==> src/hw/l2_pkg.sv <==
package l2_pkg;

    // Cache geometry
    localparam int NUM_WAYS    = 4;
    localparam int INDEX_W     = 2;
    localparam int OFFSET_W    = 4;
    localparam int L1_OFFSET_W = 2;
    localparam int TAG_W       = 32 - INDEX_W - OFFSET_W - 2;

    localparam int NUM_SETS  = 1 << INDEX_W;
    localparam int LINE_W    = 32 << OFFSET_W;
    localparam int L1_LINE_W = 32 << L1_OFFSET_W;

    typedef logic [LINE_W-1:0]    line_t;
    typedef logic [L1_LINE_W-1:0] l1_line_t;

    typedef struct packed {
        logic             valid;
        logic             dirty;
        logic [TAG_W-1:0] tag;
    } tag_entry_t;

    // Owner of the buffered request
    typedef enum logic [1:0] {
        SRC_NONE   = 2'd0,
        SRC_ICACHE = 2'd1,
        SRC_DREAD  = 2'd2,
        SRC_DWRITE = 2'd3
    } req_src_t;

endpackage

==> src/hw/l2_req_buffer.sv <==
`timescale 1ns/1ps

module l2_req_buffer import l2_pkg::*; (
    input  logic        clk,
    input  logic        arst_n,
    input  logic        load,
    input  logic        i_req,
    input  logic [31:0] i_addr,
    input  logic        d_req,
    input  logic        d_wr,
    input  logic [31:0] d_addr,
    input  logic [31:0] d_wdata,
    input  logic [3:0]  d_wstrb,
    output logic        i_addr_ok,
    output logic        d_addr_ok,
    output req_src_t    buf_src,
    output logic [31:0] buf_addr,
    output logic [31:0] buf_wdata,
    output logic [3:0]  buf_wstrb,
    output logic        pending
);
    assign pending = i_req | d_req;

    // Data side wins when both ask
    always_ff @(posedge clk or negedge arst_n) begin
        if (!arst_n) begin
            buf_src   <= SRC_NONE;
            i_addr_ok <= 1'b0;
            d_addr_ok <= 1'b0;
        end else begin
            i_addr_ok <= load & ~d_req & i_req;
            d_addr_ok <= load & d_req;
            if (load) begin
                if (d_req) begin
                    buf_src <= d_wr ? SRC_DWRITE : SRC_DREAD;
                end else if (i_req) begin
                    buf_src <= SRC_ICACHE;
                end
            end
        end
    end

    always_ff @(posedge clk) begin
        if (load) begin
            buf_addr  <= d_req ? d_addr : i_addr;
            buf_wdata <= d_wdata;
            buf_wstrb <= d_wstrb;
        end
    end

    a_i_ok_after_req: assert property (@(posedge clk) disable iff (!arst_n)
        i_addr_ok |-> $past(i_req));
    a_d_ok_after_req: assert property (@(posedge clk) disable iff (!arst_n)
        d_addr_ok |-> $past(d_req));

endmodule

==> config.mk <==
export PLATFORM = sky130hd
export DESIGN_NAME = l2_req_buffer
export DESIGN_NICKNAME = d
export VERILOG_FILES = /design/src/hw/l2_pkg.sv /design/src/hw/l2_req_buffer.sv
export SDC_FILE = /design/constraint.sdc
export NUM_CORES = 1
export LEC_CHECK = 0
export BUFFER_PORTS_ARGS = -buffer_cell sky130_fd_sc_hd__buf_2
export CORE_MARGIN = 2
export CORE_UTILIZATION = 25
export CTS_CLUSTER_SIZE = 24
export DETAILED_ROUTE_END_ITERATION = 8
export HOLD_SLACK_MARGIN = 0.15
export PLACE_DENSITY = 0.51
export SLEW_MARGIN = 5
export SYNTH_ARGS = -nofsm -noshare
export SYNTH_HDL_FRONTEND = slang
export SYNTH_SLANG_ARGS = --single-unit
export TNS_END_PERCENT = 30
==> constraint.sdc <==
create_clock -name clk -period 0.9 [get_ports clk]
set_input_delay 0.09 -clock clk [delete_from_list [all_inputs] [get_ports clk]]
set_output_delay 0.09 -clock clk [all_outputs]
set_load 0.01 [all_outputs]
==> impl_metrics.ini, run 1 <==
[clock_network]
cts_sinks = 72
h-tree-depth = 3
cts.repair.resized = 1
clk_path_buf_depth = 2
cts_buffers = 9
ctsHoldBuffers = 101
root_buffer = clkbuf_8
postCtsSetupBuffers = 1

[place]
dp_cells = 441
dp_hpwl_um = 5210
place.gp.congestion = 0.846
io_buffers = 178
dp_slack_ns = -0.133

[yosys]
synth.largest_area_cell = edfxtp_1
async_flop_share = 0.0556
synth_area_per_cell_um2 = 23.3
yosysMostFrequentCell = edfxtp_1
synth_top_flop_cell = edfxtp_1
ys_warn_count = 0
synth_edf_count = 68
mappedNetlistArea_um2 = 2720
seq_area_frac_synth = 0.786
ys_types = 14
synthCells = 117
ys_top_cells_by_count = edfxtp_1 (68), mux2_4 (27), mux2_2 (5)
synth.net_count = 223
synth_area_leaders = edfxtp_1 (75%), mux2_4 (15%), dfrtp_1 (3.7%), buf_12 (2.2%), mux2_2 (2.1%)
synth-seq-cells = 72
synth_top_area_share = 0.750

[floorplanning]
fp-row-count = 38
io_pins = 179
die_w_um = 108
die_y_um = 108
start_util = 0.253

[run_status]
stop_stage = clock tree synthesis (4_1_cts)
outcome = stopped before the end
error = [ERROR RSZ-0060] Max buffer count reached.
## through the flow
stage	hold WS (ns)	cell area [µm²]
floorplan	-0.206	2730
global placement	-0.104	3830
detailed placement	-0.102	3830
## cells by family after synthesis
group | share of synthesized area
flip-flops | 0.786
multiplexers | 0.169
buffers and inverters | 0.0289
AND/OR/NAND/NOR | 0.00781
AO/OA/AOI/OAI | 0.00735
==> run 2, diff against run 1 <==
--- a/config.mk
+++ b/config.mk
@@ -7,11 +7,9 @@
 export LEC_CHECK = 0
 export BUFFER_PORTS_ARGS = -buffer_cell sky130_fd_sc_hd__buf_2
 export CORE_MARGIN = 2
-export CORE_UTILIZATION = 25
-export CTS_CLUSTER_SIZE = 24
+export CORE_UTILIZATION = 20
 export DETAILED_ROUTE_END_ITERATION = 8
-export HOLD_SLACK_MARGIN = 0.15
-export PLACE_DENSITY = 0.51
+export PLACE_DENSITY_LB_ADDON = 0.15
 export SLEW_MARGIN = 5
 export SYNTH_ARGS = -nofsm -noshare
 export SYNTH_HDL_FRONTEND = slang
==> impl_metrics.ini, run 2 <==
[setup_path]
timing.rr.start = buf_src[1]$_DFFE_PN0P_
worstSetupEndpointType = output pin
rrSetupSlack_ns = 0.13
path_class = reg -> out
path_cells = buf_2
crit_path_max_incr_delay_ns = 0.39
crit_path_start = buf_src[0]$_DFFE_PN0P_
cp_num_buf_inv = 1
arrival_ns = 0.87
cp_max_fo = 2
reg2reg_to = buf_src[1]$_DFFE_PN0P_
cp.required_ns = 0.81
cp_top_family = flip-flops
r2r_cells = 2
slowest_stage = dfrtp_1
crit_path_start_kind = flip-flop

[global_route]
grt_pass1_wl_um = 10600
antenna_found_initial = 0
grt_pass1_vias = 2044
grt-ovfl-total = 0
grtUsageTotal = 0.0987
grt_max_degree = 31

[yosys]
synth_edf_count = 68
async_flop_share = 0.0556
synth_top_flop_cell = edfxtp_1
ys_types = 14
synth_area_per_cell_um2 = 23.3
mappedNetlistArea_um2 = 2720
yosysMostFrequentCell = edfxtp_1
synthCells = 117
seq_area_frac_synth = 0.786
synth_top_area_share = 0.750
synth.largest_area_cell = edfxtp_1
synth_area_leaders = edfxtp_1 (75%), mux2_4 (15%), dfrtp_1 (3.7%), buf_12 (2.2%), mux2_2 (2.1%)
synth.net_count = 223
ys_top_cells_by_count = edfxtp_1 (68), mux2_4 (27), mux2_2 (5)
synth-seq-cells = 72
ys_warn_count = 0

[hold_path]
min_to = buf_addr[17]$_DFFE_PP_
hold_path.class = in -> reg
hp-start = d_addr[17]
worstHoldPathCells = 2

[finish]
reg.largest.list = buf_addr (32), buf_wdata (32), buf_wstrb (4)
area_delta_synth_final_pct = 67.4
final_cell_mix = buf_2 (175), edfxtp_1 (68), dlygate4sd3_1 (39)
utilization = 0.343
n_antenna_cell = 0
nets = 453
layout_commonest_cell = buf_2
post_route_cells_drive_above_1_share = 0.656

[pwr]
p_leak_nw = 2.05
ir_worst_vdd_mv = 0.871
power.density_nw_per_um2 = 1960

[timing]
slew_headroom = 0.852
worst_slack_ns = -0.0604
hold_viol = 0
worst_slew_pin_slew_ns = 0.222
finalSetupViolCount = 72
fin_skew_ns = 0
fin_crit_ns = 0.960
final_max_slew_viol_count = 0
rsz0062_at_grt = yes
fmax_mhz = 1040
period_share = 1.07
fin_setup_tns_ns = -1.77

[drt]
postRouteAntennaNets = 0
drt_wl_total_um = 7060
drt_pre_antenna_iters = 4
vias = 1911
drc = 0
drt-initial-drc-count = 101
avgViaCountPerCell = 3.62
wl_per_cell_um = 13.4

[floorplanning]
start_util = 0.205
die-area_um2 = 14600
core_area_um2 = 13300
die_y_um = 121
io_pins = 179
die_w_um = 121
fp-row-count = 42

[place]
dp_slack_ns = -0.155
place.gp.congestion = 0.733
io_buffers = 178
dp_hpwl_um = 5160

[run_status]
violations = setup timing
outcome = finished, violations left

[clock_network]
cts_sinks = 72
cts_tree = yes
clk_pin_slew_ns = 0.06
clk_latency_ns = 0.33
cts_buffers = 9
h-tree-depth = 3
clk_path_buf_depth = 2
root_buffer = clkbuf_16

[job]
drv_cap = 0
run 2: cell counts after synthesis:
No cell type changed its count.
run 2: what timing repair did:
item	4_1_cts	5_1_grt
gates resized for setup	1	1
gates cloned	0	0
setup endpoints to repair	73	72
hold buffers	39	0
endpoints found under the hold margin	42	0
buffers inserted	1	0
run 2: metrics by stage:
stage	hold WS (ns)	cells	total power, mW	area (µm²)
2_1_floorplan	-0.206	117	4.55	2730
3_3_place_gp	-0.0995	473	5.16	3850
3_5_place_dp	-0.0965	473	5.16	3850
4_1_cts	0.0296	528	9.11	4550
5_1_grt	0.0363	528	9.33	4560
6_report	0.0492	528	8.96	4560
run 2: final cells by class:
class / count / area, µm²
fillers: 1308 / 8730
inverters: 2 / 7.51
repair buffers: 223 / 1380
well taps: 176 / 220
clock inverters: 6 / 83.8
flip-flops and latches: 72 / 2140
clock buffers: 10 / 229
multi-input cells: 39 / 503
run 2: worst max path at each step:
stage,slack (ns),endpoint,cells past startpoint
floorplan,0.002,buf_addr[10]$_DFFE_PP_,3
global placement,-0.15,buf_addr[21]$_DFFE_PP_,3
detailed placement,-0.16,buf_addr[27]$_DFFE_PP_,3
CTS,-0.11,buf_addr[4],1
global route,-0.11,buf_addr[0],1
finish,-0.06,buf_src[0],1
run 2: kinds of logic (layout without fill, tap and decap cells):
family / Yosys count / in the layout / synth area share
flops: 72 / 72 / 0.786
mux: 32 / 32 / 0.169
buf+inv: 6 / 241 / 0.0289
simple gates: 4 / 4 / 0.00781
compound gates: 3 / 3 / 0.00735
run 2: where the power goes:
part           switching [mW]  leakage (nW)  internal, mW
Clock                    1.34         0.148          2.41
Sequential             0.0674         0.714          3.99
Combinational           0.495          1.18         0.660
run 2: routing by layer:
| metal | global-route usage | part of all wire |
|---|---|---|
| met2 | 0.149 | 0.44 |
| met4 | 0.0640 | 0.028 |
| met1 | 0.109 | 0.42 |
| met5 | 0 | 0 |
| met3 | 0.0500 | 0.12 |
(Power assumes the default switching activity.)
