===== src/hw/l2_pkg.sv =====
package l2_pkg;

    // Cache geometry
    localparam int NUM_WAYS    = 4;
    localparam int INDEX_W     = 2;
    localparam int OFFSET_W    = 4;
    localparam int L1_OFFSET_W = 2;
    localparam int TAG_W       = 32 - INDEX_W - OFFSET_W - 2;

    localparam int NUM_SETS  = 1 << INDEX_W;
    localparam int LINE_W    = 32 << OFFSET_W;
    localparam int L1_LINE_W = 32 << L1_OFFSET_W;

    typedef logic [LINE_W-1:0]    line_t;
    typedef logic [L1_LINE_W-1:0] l1_line_t;

    typedef struct packed {
        logic             valid;
        logic             dirty;
        logic [TAG_W-1:0] tag;
    } tag_entry_t;

    // Owner of the buffered request
    typedef enum logic [1:0] {
        SRC_NONE   = 2'd0,
        SRC_ICACHE = 2'd1,
        SRC_DREAD  = 2'd2,
        SRC_DWRITE = 2'd3
    } req_src_t;

endpackage


===== src/hw/l2_set_ram.sv =====
`timescale 1ns/1ps

module l2_set_ram import l2_pkg::*; #(
    parameter type entry_t = tag_entry_t
) (
    input  logic                clk,
    input  logic                arst_n,
    input  logic [INDEX_W-1:0]  rd_index,
    input  logic [INDEX_W-1:0]  wr_index,
    input  logic [NUM_WAYS-1:0] wr_en,
    input  entry_t              wr_data,
    output entry_t              rd_ways [NUM_WAYS]
);
    localparam int DEPTH = NUM_SETS;

    entry_t mem_q [DEPTH][NUM_WAYS];

    always_ff @(posedge clk or negedge arst_n) begin
        if (!arst_n) begin
            for (int s = 0; s < DEPTH; s++) begin
                for (int w = 0; w < NUM_WAYS; w++) begin
                    mem_q[s][w] <= '0;
                end
            end
        end else begin
            for (int w = 0; w < NUM_WAYS; w++) begin
                if (wr_en[w]) begin
                    mem_q[wr_index][w] <= wr_data;
                end
            end
        end
    end

    // Whole set visible at once
    always_comb begin
        for (int w = 0; w < NUM_WAYS; w++) begin
            rd_ways[w] = mem_q[rd_index][w];
        end
    end

    a_one_way_written: assert property (@(posedge clk) disable iff (!arst_n)
        $onehot0(wr_en));

endmodule


===== config.mk =====
export PLATFORM = sky130hd
export DESIGN_NAME = l2_set_ram
export DESIGN_NICKNAME = d
export VERILOG_FILES = /design/src/hw/l2_pkg.sv /design/src/hw/l2_set_ram.sv
export SDC_FILE = /design/constraint.sdc
export NUM_CORES = 1
export LEC_CHECK = 0
export ABC_AREA = 0
export BUFFER_PORTS_ARGS = -buffer_cell sky130_fd_sc_hd__buf_2
export CELL_PAD_IN_SITES_DETAIL_PLACEMENT = 1
export CELL_PAD_IN_SITES_GLOBAL_PLACEMENT = 1
export CORE_MARGIN = 2
export CORE_UTILIZATION = 47
export DETAILED_ROUTE_END_ITERATION = 8
export HOLD_SLACK_MARGIN = 0.1
export PLACE_DENSITY_LB_ADDON = 0.05
export SYNTH_ARGS = -nofsm -noshare
export SYNTH_HDL_FRONTEND = slang
export SYNTH_SLANG_ARGS = --single-unit
export TNS_END_PERCENT = 1

===== constraint.sdc =====
create_clock -name clk -period 1.3 [get_ports clk]
set_input_delay 0.13 -clock clk [delete_from_list [all_inputs] [get_ports clk]]
set_output_delay 0.13 -clock clk [all_outputs]
set_load 0.02 [all_outputs]

==> results.md, run 1 <==
* N_diodes at 0
* TritonCTS buffer count at 46
* Clock sinks at roughly 420
* Fmax at 566 MHz
* Yosys reg bits at 416
* Worst rel slew slack at 63.7%
* GR met1 Demand/Resource at 31.5%
* Die Width at 201 um
* Initial antenna violation count at 0
* Status: complete, but fails checks
* Clock-pin slew on the worst setup and hold paths at 0.06 ns
* VDD IR-drop max at 1100 uV
* Later-pin clock latency in the skew report at between 0.5 and 0.6 ns
* Most frequent cells in the layout: dfrtp_1, mux2_2, mux4_2
* Power share of the sequential group at roughly 44%
* TritonCTS clock tree: yes
* RSZ-0062 raised after global routing: true
* MaxCap Viol Count at 0
* Vias per Instance at 5.58
* Commonest non-fill, non-tap cell in the layout: dfrtp_1
* Register area share after synthesis at 57.1%
* Crit-path cells: mux4_2 -> buf_6
* Fin crit share at 136%
* Pre-antenna DRT Iters at 4
* Startpoint Class: flop
* Path category of the worst min-delay check: input pin to async pin
* Syn Nets at 1074
* Switching Share at 26.0%
* Min cycle time layout at 1.77 ns
* P_sw at 9.76 mW
* CP required at 1.17 ns
* Synth-to-layout area growth at 22.3%
* Worst Path Arrival at 1.64 ns
* # nets final at about 1300
* Fraction of layout instances using a drive strength above 1 at 63.4%
* Netlist cell types at 13
* Largest register by flop count: mem_q
* Setup violators final at approximately 100
* Area post-placement at 20200 um2
* Syn. warnings at 0
* Total GRT Usage at 23.2%
* Clk_skew at 0 ns
* Clock root cell: clkbuf_16
* Fin Hold WS at 0.163 ns
* Die ar. at 40400 um2
* Port Buf Inserts at 139
* Post-Route WL at 45.4 mm
* Crit path kind: flop to output pin
* Clock Power Share at 35.0%
* Largest register FFs at 416
* Place WS at -0.213 ns
* Core area at around 38000 um2
* Clock tree buffer depth at 3
* Final Hold Fails at 0
* Avg Cell Area, Syn at 17.6 um2
* First-pass GRT wire length at 70.5 mm
* Mapped Area at between 15000 and 20000 um2
* RePlAce Congestion at 0.694
* Failing checks: negative setup slack
* Setup WS post-layout at -0.468 ns
* Met3 GRT Util at 4.04%
* Num ports at 140
* Slew Limit Fails at 0
* Initial Utilization at between 40% and 50%
* Drt initial violations at 297
* Dpl hpwl at between 20 and 30 mm
* GRT overflow at 0
* Post-DRT Antenna Nets at 0
* Die height at about 200 um
* Largest net degree at the start of global routing at 62
* H-tree levels at 2
* Internal power at 27.8 mW
* Final instance area at 22300 um2
* GRT busiest layer: met2
* Row count at 72
* LEAKAGE at 9.56 nW
* Top flop regs: mem_q (416)
* PwrDens at 1690 nW/um2
* Logic pwr share at 20.7%
* CP max-delay cell: mux4_2
* Pin slew with the least headroom to its limit at 0.545 ns
* Number of global-route vias before repair at 11100
* CP Capture Type: output pin
* Cells after Synth at 1038
* Routed vias at between 10000 and 15000
* DR WL/cell at 25.3 um
* Met2 global-route usage at approximately 40%
* # DRC at 0
* CP peak stage delay at 0.54 ns
* Max FO, Critical Path at 2
==> cell type report <==
| cell class | count | area [um2] |
|---|---|---|
| multi-input cells | 536 | 7270 |
| flip-flops and latches | 416 | 10400 |
| clock inverters | 4 | 98.8 |
| well taps | 518 | 648 |
| repair buffers | 244 | 2420 |
| clock buffers | 76 | 1440 |
| fillers | 3499 | 16200 |
==> synth_stat cells, drive strengths merged <==
cell type / number / area (um2)
mux2: 416 / 4680
nor3b: 4 / 75.1
nand3: 4 / 40.0
nand3b: 8 / 125
dfrtp: 416 / 10400
clkbuf: 30 / 113
mux4: 104 / 2340
buf: 56 / 428
==> power groups by stage <==
| stage | clock (mW) | sequential [mW] | combinational [mW] |
|---|---|---|---|
| CTS | 13.5 | 16.6 | 7.67 |
| detailed placement | 0 | 16.8 | 7.41 |
| floorplan | 0 | 16.3 | 5.16 |
| finish | 13.2 | 16.6 | 7.77 |
| global route | 14.0 | 16.9 | 8.30 |
| global placement | 0 | 16.8 | 7.23 |
==> critical path, delay by kind of cell (launching register included) <==
family                 cells  cell delay, ns
DFF                        1            0.38
muxes                      1            0.54
buffers and inverters      1            0.16
==> final timing paths <==
check                           start           to  slack (ns)  cells past startpoint
setup / recovery            mem_q[24]  rd_ways[24]       -0.47                      2
hold reg to reg            mem_q[402]   mem_q[402]        0.49                      1
max in group asynchronous      arst_n    mem_q[77]        0.25                      3
setup reg to reg            mem_q[24]    mem_q[24]        0.41                      2
min in group clk             wr_en[3]   mem_q[129]        0.17                      4
hold / removal                 arst_n   mem_q[409]        0.16                      3
==> repair_timing <==
item                                    CTS  global route
endpoints found under the setup margin  104           104
resized for setup                        30            44
hold buffers                             28             0
buffers inserted                          0             1
endpoints found under the hold margin   830             0
==> kinds of logic after synthesis <==
group / after synthesis / synth area share [%]
flops: 416 / 57.1
simple gates: 16 / 1.32
buf+inv: 86 / 2.97
mux: 520 / 38.6
==> through the flow <==
| stage | total power, mW | TNS (ns) | cells | util [%] |
|---|---|---|---|---|
| 2_1_floorplan | 21.5 | -0.0906 | 1038 | - |
| 5_1_grt | 39.3 | -49.58 | 1794 | 57.9 |
| 3_5_place_dp | 24.3 | -31.29 | 1685 | 52.6 |
| 3_3_place_gp | 24.0 | -28.39 | 1685 | 52.6 |
| 6_report | 37.5 | -43.79 | 1794 | 57.9 |
| 4_1_cts | 37.8 | -48.16 | 1793 | 57.5 |
==> metal layers <==
metal	share of wire, %	vias to the layer above
li1	-	4310
met1	45	5492
met2	50	157
met3	3.2	52
met4	1.4	0
met5	0	-
No activity file was read; power rests on OpenSTA's default activity.
==> inputs of run 2 (changes only) <==
ABC_AREA = 1   (was 0)
CORE_UTILIZATION = 41   (was 47)
PLACE_DENSITY_LB_ADDON = 0.1   (was 0.05)
==> run 2 against run 1 <==
The run still ends with negative setup slack left. First-iteration DRC count grew to 5.6 times the previous value. Final cell count is 120% higher. Clock-buffer cell count up 4. Flip-flop and latch count did not move. Largest power group unchanged.
==> results.md, run 2 <==
* Worst rel slew slack at 49.1% (-15 points)
* Worst path buffer plus inverter count at 2 (+1)
* Synth area leader: dfrtp_1
* Logic pwr share at 23.8% (+3.1 points)
* Fill count at 6378 (+82%)
* Final Power at 39.8 mW (+6.1%)
* CP Capture Type: output pin
* Met2 global-route usage at 55.8% (+16 points)
* Yosys reg bits at 416 (unchanged)
* Path category of the worst min-delay check: input pin to flop
* CP peak stage delay at 0.39 ns (-0.15 ns)
* Setup WS post-layout at -0.295 ns (+0.173 ns)
* Initial Utilization at 41.2% (-6.1 points)
* Post-DRT Antenna Nets at 0 (unchanged)
* Clock sinks at 416 (unchanged)
* Initial antenna violation count at 6 (+6)
* Dpl hpwl at 57.6 mm (+99%)
* DR WL/cell at 23.1 um (-8.7%)
* Final instance area at 27400 um2 (+23%)
* Top post-synthesis cells by area: dfrtp_1, nand2_1, inv_1, nand3_1, nand4_1
* Top post-synthesis cells by count: nand2_1, inv_1, dfrtp_1
* Num ports at 140 (unchanged)
* TritonCTS clock tree: yes
* Worst Path Arrival at 1.46 ns (-0.18 ns)
* Die ar. at 54400 um2 (+35%)
* Final Hold Fails at 0 (unchanged)
* Yosys top cell area share at 48.3% (-8.8 points)
* # nets final at 3193 (+150%)
* Synth-to-layout area growth at 27.0%
* Place WS at -0.0932 ns (+0.120 ns)
* Switching Share at 32.8% (+6.8 points)
* Min cycle time layout at 1.59 ns (-0.173 ns)
* Non-Filler Instances at 3890 (+120%)
* Pre-antenna DRT Iters at 5 (+1)
* Crit-path cells: inv_1 -> nand2_1 -> nand3_1 -> nand2_2 -> buf_6
* Clk_skew at 0 ns (unchanged)
* Layout Utilization at 52.4% (-5.5 points)
* Internal power at 26.8 mW (-3.7%)
* Area post-placement at 23900 um2 (+18%)
* Fmax at 627 MHz (+11%)
* Clock tree buffer depth at 3 (unchanged)
* Failing checks: negative setup slack
* Power share of the sequential group at 40.7% (-3.6 points)
* H-tree levels at 2 (unchanged)
* GRT busiest layer: met2
* Die Width at 233 um (+16%)
* Startpoint Class: flop
* Post-Route WL at 89.9 mm (+98%)
* Later-pin clock latency in the skew report at 0.60 ns (+0.04 ns)
* Fin Hold WS at 0.126 ns (-0.0367 ns)
* Clock Power Share at 35.5% (+0.5 points)
* Netlist cell types at 17 (+4)
* GR met1 Demand/Resource at 43.9% (+12 points)
* Flop2flop setup slack at 0.43 ns (+0.02 ns)
* Number of global-route vias before repair at 22100 (+100%)
* Register area share after synthesis at 48.3% (-8.8 points)
* Cells after Synth at 2984 (+190%)
* EDFF count, synth at 0 (unchanged)
* Top-count cell post-synth: nand2_1
* Largest net degree at the start of global routing at 68 (+9.7%)
* CP required at 1.17 ns (about the same)
* Avg Cell Area, Syn at 7.22 um2 (-59%)
* Clock-pin slew on the worst setup and hold paths at 0.06 ns (about the same)
* RePlAce Congestion at 0.829 (+19%)
* Syn. warnings at 0 (unchanged)
* Drt initial violations at 1657 (+460%)
* Pin slew with the least headroom to its limit at 0.763 ns (+0.218 ns)
* RSZ-0062 raised after global routing: true
* Routed vias at 21100 (+110%)
* Top FF cell, synth: dfrtp_1
* PwrDens at 1460 nW/um2 (-14%)
* Total GRT Usage at 33.4% (+10 points)
* GRT overflow at 0 (unchanged)
* Crit path max-delay family: flip-flops
* # DRC at 0 (unchanged)
* Setup violators final at 104 (unchanged)
* Async set-reset flop share out of synthesis at 100% (unchanged)
* VDD IR-drop max at 1170 uV (+6.2%)
* Vias per Instance at 5.42 (-2.8%)
* P_sw at 13.1 mW (+34%)
* Core area at 52200 um2 (+36%)
* CP max-delay cell: dfrtp_1
* Commonest non-fill, non-tap cell in the layout: nand2_1
* Fraction of layout instances using a drive strength above 1 at 20.6% (-43 points)
* Top flop regs: mem_q (416)
* First-pass GRT wire length at 137 mm (+94%)
* Row count at 84 (+17%)
* LEAKAGE at 15.0 nW (+57%)
* MaxCap Viol Count at 0 (unchanged)
* Placed insts at 3735 (+120%)
* Met3 GRT Util at 4.70% (+0.66 points)
* Crit path kind: flop to output pin
* Fin crit share at 123% (-13 points)
* Largest register FFs at 416 (unchanged)
* TritonCTS buffer count at 49 (+6.5%)
* Syn Nets at 3020 (+180%)
* Port Buf Inserts at 139 (unchanged)
* Post-route setup TNS at -24.23 ns (+19.56 ns)
* Status: complete, but fails checks
* Largest register by flop count: mem_q
* Most frequent cells in the layout: nand2_1, dfrtp_1, inv_1
* Die height at 233 um (+16%)
* Slew Limit Fails at 0 (unchanged)
* Max FO, Critical Path at 2 (unchanged)
* Clock root cell: clkbuf_16
* Mapped Area at 21500 um2 (+18%)
run 2: path summary, 6_finish.rpt:
check	start	to	depth (start not counted)
setup / recovery	mem_q[39]	rd_ways[39]	5
hold / removal	wr_en[1]	mem_q[384]	4
setup reg to reg	mem_q[126]	mem_q[126]	4
hold reg to reg	mem_q[379]	mem_q[379]	2
max in group asynchronous	arst_n	mem_q[262]	3
min in group asynchronous	arst_n	mem_q[369]	3
run 2: power groups by stage:
stage / sequential (mW) / clock, mW / combinational [mW]
finish: 16.2 / 14.1 / 9.46
global route: 16.4 / 14.9 / 10.4
CTS: 16.2 / 14.4 / 8.88
detailed placement: 16.4 / 0 / 8.16
global placement: 16.3 / 0 / 7.92
floorplan: 16.0 / 0 / 4.97
run 2: logic make-up after synthesis:
group	share of synthesized area, %
simple gates	35.8
compound gates	2.42
flops	48.3
buf+inv	13.5
run 2: area by class of cell:
type	instances	area [um2]	share of cell area, %
sequential	416	10400	38.0
multi-input combinational	1889	9080	33.2
timing repair buffer	355	3670	13.4
inverter	446	1690	6.16
clock buffer	80	1560	5.68
tap	688	861	3.15
clock inverter	11	86.3	0.315
antenna	5	12.5	0.0457
run 2: per-layer routing:
| metal | up-vias | share of wire [%] |
|---|---|---|
| li1 | 9586 | - |
| met1 | 10700 | 43 |
| met2 | 647 | 49 |
| met3 | 161 | 5.1 |
| met4 | 2 | 3.4 |
| met5 | - | 0.014 |
run 2: worst min-delay path, delay by kind of cell:
family	cells	cell delay (ns)
buf+inv	2	0.40
simple gates	2	0.15
run 2: repair_timing:
action,4_1_cts,5_1_grt
setup endpoints to repair,104,147
hold buffers,32,0
pin swaps,60,48
setup buffers,5,22
hold endpoints to repair,797,0
gates resized for setup,209,175
