`config.mk`:
```
export PLATFORM = sky130hd
export DESIGN_NAME = l2_plru
export DESIGN_NICKNAME = d
export VERILOG_FILES = /design/src/hw/l2_pkg.sv /design/src/hw/l2_plru.sv
export SDC_FILE = /design/constraint.sdc
export NUM_CORES = 1
export LEC_CHECK = 0
export ABC_AREA = 1
export BUFFER_PORTS_ARGS = -buffer_cell sky130_fd_sc_hd__buf_2
export CAP_MARGIN = 20
export CELL_PAD_IN_SITES_DETAIL_PLACEMENT = 0
export CELL_PAD_IN_SITES_GLOBAL_PLACEMENT = 2
export CORE_MARGIN = 1
export CORE_UTILIZATION = 27
export DETAILED_ROUTE_END_ITERATION = 7
export PLACE_DENSITY = 0.79
export SLEW_MARGIN = 20
export SYNTH_ARGS = -nofsm -noshare
export SYNTH_HDL_FRONTEND = slang
export SYNTH_SLANG_ARGS = --single-unit
```
`constraint.sdc`:
```
create_clock -name clk -period 1.1 [get_ports clk]
set_clock_uncertainty 0.05 [all_clocks]
set_input_delay 0.22 -clock clk [delete_from_list [all_inputs] [get_ports clk]]
set_output_delay 0.22 -clock clk [all_outputs]
set_load 0.02 [all_outputs]
```
`src/hw/l2_pkg.sv`:
```
package l2_pkg;

    // Cache geometry
    localparam int NUM_WAYS    = 4;
    localparam int INDEX_W     = 2;
    localparam int OFFSET_W    = 4;
    localparam int L1_OFFSET_W = 2;
    localparam int TAG_W       = 32 - INDEX_W - OFFSET_W - 2;

    localparam int NUM_SETS  = 1 << INDEX_W;
    localparam int LINE_W    = 32 << OFFSET_W;
    localparam int L1_LINE_W = 32 << L1_OFFSET_W;

    typedef logic [LINE_W-1:0]    line_t;
    typedef logic [L1_LINE_W-1:0] l1_line_t;

    typedef struct packed {
        logic             valid;
        logic             dirty;
        logic [TAG_W-1:0] tag;
    } tag_entry_t;

    // Owner of the buffered request
    typedef enum logic [1:0] {
        SRC_NONE   = 2'd0,
        SRC_ICACHE = 2'd1,
        SRC_DREAD  = 2'd2,
        SRC_DWRITE = 2'd3
    } req_src_t;

endpackage

```
`src/hw/l2_plru.sv`:
```
`timescale 1ns/1ps

module l2_plru import l2_pkg::*; (
    input  logic                clk,
    input  logic                arst_n,
    input  logic [INDEX_W-1:0]  index,
    input  logic                touch,
    input  logic [1:0]          touch_way,
    input  logic [NUM_WAYS-1:0] valid,
    output logic [1:0]          victim
);
    // Bit 0 picks the pair, bit 1 the lower pair, bit 2 the upper pair
    logic [2:0] tree_q [NUM_SETS];
    logic [2:0] tree;

    assign tree = tree_q[index];

    always_ff @(posedge clk or negedge arst_n) begin
        if (!arst_n) begin
            for (int s = 0; s < NUM_SETS; s++) begin
                tree_q[s] <= '0;
            end
        end else if (touch) begin
            tree_q[index][0] <= ~touch_way[1];
            if (touch_way[1]) begin
                tree_q[index][2] <= ~touch_way[0];
            end else begin
                tree_q[index][1] <= ~touch_way[0];
            end
        end
    end

    // Empty ways first, lowest one wins
    always_comb begin
        victim = tree[0] ? {1'b1, tree[2]} : {1'b0, tree[1]};
        for (int w = NUM_WAYS - 1; w >= 0; w--) begin
            if (!valid[w]) begin
                victim = 2'(w);
            end
        end
    end

endmodule

```
==> out/results.tsv, run 1 <==
metric	value	unit
slowest stage delay, CP	420	ps
CP required	830	ps
DRC Markers	0	
number of CTS-inserted buffers	3	
critical path endpoint category	output pin	
Worst-path clk slew	80	ps
post-synthesis sequential area ratio	41.0	%
root buffer cell	clkbuf_4	
Area Overhead vs Synth	35.0	%
RSZ-0062 raised after global routing	true	
Biggest register	tree_q	
Starting Density	29.1	%
max reg flops	12	
DR iter-0 viols	11	
storage element area	300	sq um
top cell type by total area after synthesis	dfrtp_1	
Crit Path Category	register to output pin	
post-synthesis mux area share	2.73	%
worst setup margin	-560	ps
Final Max Slew Viols	0	
Post-synth EDFFs	0	
Pre-antenna DRT Iters	4	
Psw	0.000404	W
Worst slew margin	81.1	%
Via density	4.69	
syn nets	105	
Sequential Power Share	44.8	%
Die Wd	54.1	um
area taken by multi-input logic gates	398	sq um
vias in the first global route	642	
synth top area cells	dfrtp_1 (41%), nand2_1 (20%), nor3_4 (6.7%)	
worst skew pair latency	280	ps
worst-case clock buffer depth	2	
ANT nets after route	0	
status	complete, but fails checks	
final hold viol count	0	
post-synthesis cell count	94	
DP HPWL	1330	um
CTS Sinks	12	
registers with the most flip-flops	tree_q x12	
die area	2930	sq um
core region area	2520	sq um
Worst Setup Start Kind	register	
most used cell, CP	nand2_1	
simple-gate share of the synthesized area	36.9	%
largest family of logic cells by synthesized area	simple AND/OR/NAND/NOR gates	
Syn Std Cell Area	733	sq um
largest net degree at the start of global routing	13	
placed standard-cell area	897	sq um
cell area power density	1320	nW/um^2
Worst VDD drop	0.671	mV
total negative slack	-1020	ps
failing checks	setup timing	
H-tree Lvls	1	
layout cells sized above 1	37.5	%
Tightest Hold Check Type	input port to register	
final non-filler cell total	150	
top_reg_cell synth	dfrtp_1	
num ports	13	
Async S/R FF share, synth	100	%
fin crit share	151	%
Internal Power	0.000901	W
synthesized flop and latch total	12	
design area	990	sq um
worst slew pin tran	283	ps
# fillers	290	
Final setup viols	2	
GRT overflow	0	
row cnt	18	
initial antenna violation count	0	
Crit path arrival time	1390	ps
Static Leak	0.517	nW
WL/cell	11.8	um
gpl congestion	0.744	
combinational share of power	27.9	%
switch share	30.9	%
crit path cell chain	nand3_1, nand2_1, nor2_2, nand2_1, nand3_2, nand2_2, a21oi_4, buf_6	
DP Cell Count	144	
complex-gate fraction of the synthesized area	10.9	%
global-route wire length before repair	2840	um
Mapped Avg Cell Area	7.80	sq um
most numerous cell in the Yosys netlist	nand2_1	
post-synthesis xor/xnor area fraction	0	%
Ys Warns	0	
fin nets	132	
Highest Clock Rate	0.603	GHz
post-synth cell types	19	
Critical Path Fanout Max	3	
fin crit period	1660	ps
Port Buffers	12	
ant diodes	0	
CTS tree	built	
max_cap viols	0	
Post-synth top cells	nand2_1 (39), dfrtp_1 (12), inv_1 (7), nand3_1 (7)	
final WL	1760	um
GRT Total Usage	14.1	%
slowest CP cell	dfrtp_1	
Synth Area in Adders	0	%
Clk pwr share	27.3	%
top-area cell type share of the netlist area	41.0	%
die span in y	54.1	um
vias post-DR	704	
## through the flow
| step | total power, W | hold WS, ps | setup slack (ps) | utilization (%) |
|---|---|---|---|---|
| after floorplan | 0.000794 | -126 | -146 | - |
| after global placement | 0.000917 | 60.8 | -398 | 35.6 |
| after detailed placement | 0.000927 | 64.6 | -404 | 35.6 |
| after CTS | 0.00132 | 179 | -559 | 38.5 |
| after global routing | 0.00140 | 189 | -670 | 39.2 |
| final | 0.00131 | 189 | -560 | 39.2 |
## per-layer routing
layer	vias up	global-route usage, %	wire length, um
li1	354	-	-
met1	338	16.7	779
met2	10	23.9	917
met3	2	2.54	51
met4	0	7.69	13
met5	-	0	0
## cell type report
| type | count | area share [%] |
|---|---|---|
| Sequential cell | 12 | 30.3 |
| Tap cell | 30 | 3.79 |
| Multi-Input combinational cell | 70 | 40.2 |
| Inverter | 9 | 3.92 |
| Timing Repair Buffer | 25 | 18.1 |
| Clock buffer | 4 | 3.67 |
## worst max-delay path: cells and delay by family, from the launching register on
kind / cells / cell delay (ps)
DFF: 1 / 420
and+or+nand+nor: 6 / 450
AOI/OAI and AO/OA: 1 / 110
buffers and inverters: 1 / 120
## cells by family after synthesis
group                  after synthesis
AND/OR/NAND/NOR                     55
AO/OA/AOI/OAI                       13
buffers and inverters               12
flip-flops                          12
multiplexers                         2
## repair_timing
| item | 4_1_cts | 5_1_grt |
|---|---|---|
| hold endpoints to repair | 12 | 0 |
| setup buffers | 1 | 0 |
| endpoints found under the setup margin | 2 | 8 |
| resized for setup | 6 | 6 |
| hold buffers | 1 | 0 |
| gates cloned | 0 | 0 |
| pin swaps | 5 | 4 |
## layout by cell type, fill, tap and decap left out, drive strengths merged
cell	count
o21a	3
nand3	7
a21oi	4
o21ai	3
clkbuf	4
buf	24
dfrtp	12
dlygate4sd3	1
mux2i	2
nor3	3
nor2	3
a31oi	3
inv	9
nand2	42
## power groups by stage
stage          sequential, W  clock [W]  combinational [W]
6_report            0.000584   0.000357           0.000364
3_5_place_dp        0.000591          0           0.000336
4_1_cts             0.000584   0.000372           0.000360
3_3_place_gp        0.000589          0           0.000328
5_1_grt             0.000599   0.000391           0.000411
2_1_floorplan       0.000573          0           0.000221
## final timing paths
kind | start | to | slack, ps | cells after the start
min in group asynchronous | arst_n | tree_q[1] | 290 | 2
worst min-delay path | touch | tree_q[9] | 190 | 4
worst max-delay path | tree_q[0] | victim[0] | -560 | 8
max in group asynchronous | arst_n | tree_q[9] | 480 | 2
worst min register to register | tree_q[10] | tree_q[10] | 460 | 2
worst max register to register | tree_q[7] | tree_q[7] | 230 | 3
Note: power is estimated with default switching activity, not from simulation.
==> run 2: changes to the inputs <==
ABC_AREA = 0   (was 1)
ABC_CLOCK_PERIOD_IN_PS = 1100   (was unset)
CORE_UTILIZATION = 28   (was 27)
PLACE_DENSITY = 0.77   (was 0.79)
==> run 2 against run 1 <==
The flow still finishes with violations (setup timing). Largest power group unchanged. Die area decreased by 18%. Final cell count fell by 29%. Final area is 19% lower. Core utilization up 0.62 points. Synthesized cell count shrank 40%. Critical path type unchanged.
==> out/results.tsv, run 2 <==
metric	value	unit	change
number of CTS-inserted buffers	3		unchanged
post-synthesis sequential area ratio	48.8	%	was 41.0%
most frequent cells in the layout	dfrtp_1 (12), o21ai_0 (11), buf_2 (11), buf_4 (11), o31ai_1 (7)		was nand2_1 (37), buf_4 (12), dfrtp_1 (12)
flop-to-flop setup slack	200	ps	was 230 ps
most common cell after layout, fill and taps aside	dfrtp_1		was nand2_1
cell area power density	1390	nW/um^2	was 1320 nW/um^2
total negative slack	-1510	ps	was -1020 ps
fin crit period	1890	ps	was 1660 ps
Area Overhead vs Synth	30.9	%	was 35.0%
Async S/R FF share, synth	100	%	unchanged
Design Power	0.00112	W	was 0.00131 W
syn nets	67		was 105
CTS tree	built		unchanged
layout cells sized above 1	36.7	%	was 37.5%
max_cap viols	0		unchanged
GRT overflow	0		unchanged
ant diodes	0		unchanged
top_reg_cell synth	dfrtp_1		unchanged
GRT Total Usage	12.9	%	was 14.1%
CP required	830	ps	about the same
post-synth cell types	19		unchanged
routing usage on met1	18.6	%	was 16.7%
max reg flops	12		unchanged
gpl congestion	0.724		was 0.744
top cell type by total area after synthesis	dfrtp_1		unchanged
vias post-DR	512		was 704
status	complete, but fails checks		unchanged
initial antenna violation count	0		unchanged
Via density	4.83		was 4.69
H-tree Lvls	1		unchanged
fin nets	92		was 132
ANT nets after route	0		unchanged
CP Buf/Inv Count	1		unchanged
Worst slew margin	78.0	%	was 81.1%
Final setup viols	2		unchanged
row cnt	16		was 18
critical path endpoint category	output pin		unchanged
Port Buffers	12		unchanged
worst slew pin tran	328	ps	was 283 ps
final core occ	39.9	%	was 39.2%
met3 Usage GRT	2.18	%	was 2.54%
DP HPWL	1010	um	was 1330 um
failing checks	setup timing		unchanged
hold slack	112	ps	was 189 ps
met2 GRT Util	17.4	%	was 23.9%
Crit path arrival time	1620	ps	was 1390 ps
top-area cell type share of the netlist area	48.8	%	was 41.0%
registers with the most flip-flops	tree_q x12		unchanged
Crit Path Category	register to output pin		unchanged
Die Wd	48.9	um	was 54.1 um
Post-synth EDFFs	0		unchanged
Pre-antenna DRT Iters	2		was 4
core region area	2020	sq um	was 2520 sq um
crit path cell chain	mux4_2, mux2i_1, a31oi_2, buf_4		was nand3_1, nand2_1, nor2_2, nand2_1, nand3_2, nand2_2, a21oi_4, buf_6
worst-case clock buffer depth	2		unchanged
Final Max Slew Viols	0		unchanged
Biggest register	tree_q		unchanged
Worst Setup Start Kind	register		unchanged
Syn Std Cell Area	616	sq um	was 733 sq um
final hold viol count	0		unchanged
vias in the first global route	503		was 642
die span in y	48.9	um	was 54.1 um
worst skew pair latency	270	ps	was 280 ps
CP delay by family, top	multiplexers		was simple AND/OR/NAND/NOR gates
Post-synth top cells	dfrtp_1 (12), o21ai_0 (12), o31ai_1 (7), nand2_1 (4)		was nand2_1 (39), dfrtp_1 (12), inv_1 (7), nand3_1 (7)
Reg2Reg Depth	4		was 3
Tightest Hold Check Type	input port to register		unchanged
Worst-path clk slew	70	ps	was 80 ps
post-synthesis cell count	56		was 94
Highest Clock Rate	0.529	GHz	was 0.603 GHz
worst setup margin	-792	ps	was -560 ps
Top Usage Layer GRT	met1		was met2
slowest stage delay, CP	490	ps	was 420 ps
DRC Markers	0		unchanged
largest net degree at the start of global routing	13		unchanged
RSZ-0062 raised after global routing	true		unchanged
fin crit share	172	%	was 151%
global-route wire length before repair	2270	um	was 2840 um
num ports	13		unchanged
Starting Density	30.4	%	was 29.1%
Mapped Avg Cell Area	11.0	sq um	was 7.80 sq um
synth top area cells	dfrtp_1 (49%), mux4_2 (11%), o21ai_0 (9.8%)		was dfrtp_1 (41%), nand2_1 (20%), nor3_4 (6.7%)
final WL	1330	um	was 1760 um
DR iter-0 viols	3		was 11
Crit. path cell count	4		was 8
Critical Path Fanout Max	2		was 3
Ys Warns	0		unchanged
Worst VDD drop	0.679	mV	was 0.671 mV
WL/cell	12.5	um	was 11.8 um
synthesized flop and latch total	12		unchanged
hold path depth	2		was 4
Static Leak	0.374	nW	was 0.517 nW
CTS Sinks	12		unchanged
die area	2390	sq um	was 2930 sq um
slowest CP cell	mux4_2		was dfrtp_1
root buffer cell	clkbuf_4		unchanged
-- run 2: cell types whose count changed in the layout (fill, tap and decap cells not counted), moves of 5 or more --
cell / before / now
o21ai_0: 3 / 11
nand2_2: 5 / 0
o31ai_1: 0 / 7
nand2_1: 37 / 4
-- run 2: layout make-up --
type	instances	area, sq um
Fill cell	205	1220
Sequential cell	12	300
Inverter	3	11.3
Multi-Input combinational cell	38	290
Clock buffer	3	22.5
Tap cell	27	33.8
Timing Repair Buffer	23	148
-- run 2: worst register-to-register path: stages, from the launching register on --
cell and delay (ps):
dfrtp_1 380, buf_4 130, buf_4 120, nand2_1 40, o21ai_0 70
-- run 2: power by group --
part           internal (W)  switching [W]  total (W)
Combinational      0.000158       0.000123   0.000281
Clock              0.000127       0.000144   0.000271
Sequential         0.000521      0.0000440   0.000564
-- run 2: what timing repair did --
action | CTS | global route
gates resized for setup | 1 | 1
hold endpoints to repair | 12 | 0
hold buffers | 1 | 0
setup endpoints to repair | 2 | 3
gates cloned | 0 | 0
pin swaps | 1 | 0
buffers inserted | 1 | 1
-- run 2: final timing paths --
path	start	end
worst max-delay path	tree_q[9]	victim[0]
worst min-delay path	touch_way[1]	tree_q[1]
worst max register to register	tree_q[0]	tree_q[0]
worst min register to register	tree_q[10]	tree_q[10]
min in group asynchronous	arst_n	tree_q[9]
max in group asynchronous	arst_n	tree_q[6]
-- run 2: kinds of logic after synthesis --
| family | count (synthesis) | synth area share [%] |
|---|---|---|
| compound gates | 23 | 23.6 |
| flops | 12 | 48.8 |
| simple gates | 10 | 8.33 |
| buf+inv | 6 | 5.08 |
| mux | 5 | 14.2 |
-- run 2: per-stage QoR --
| stage | instance area [sq um] | setup slack [ps] | instances |
|---|---|---|---|
| floorplan | 622 | -400 | 56 |
| global placement | 756 | -536 | 100 |
| detailed placement | 756 | -567 | 100 |
| CTS | 798 | -804 | 105 |
| global route | 806 | -848 | 106 |
| finish | 806 | -792 | 106 |
-- run 2: routing by layer --
| layer | vias to the layer above | part of all wire (%) |
|---|---|---|
| li1 | 257 | - |
| met4 | 0 | 2.9 |
| met5 | - | 0 |
| met1 | 235 | 54 |
| met2 | 15 | 40 |
| met3 | 5 | 3.4 |
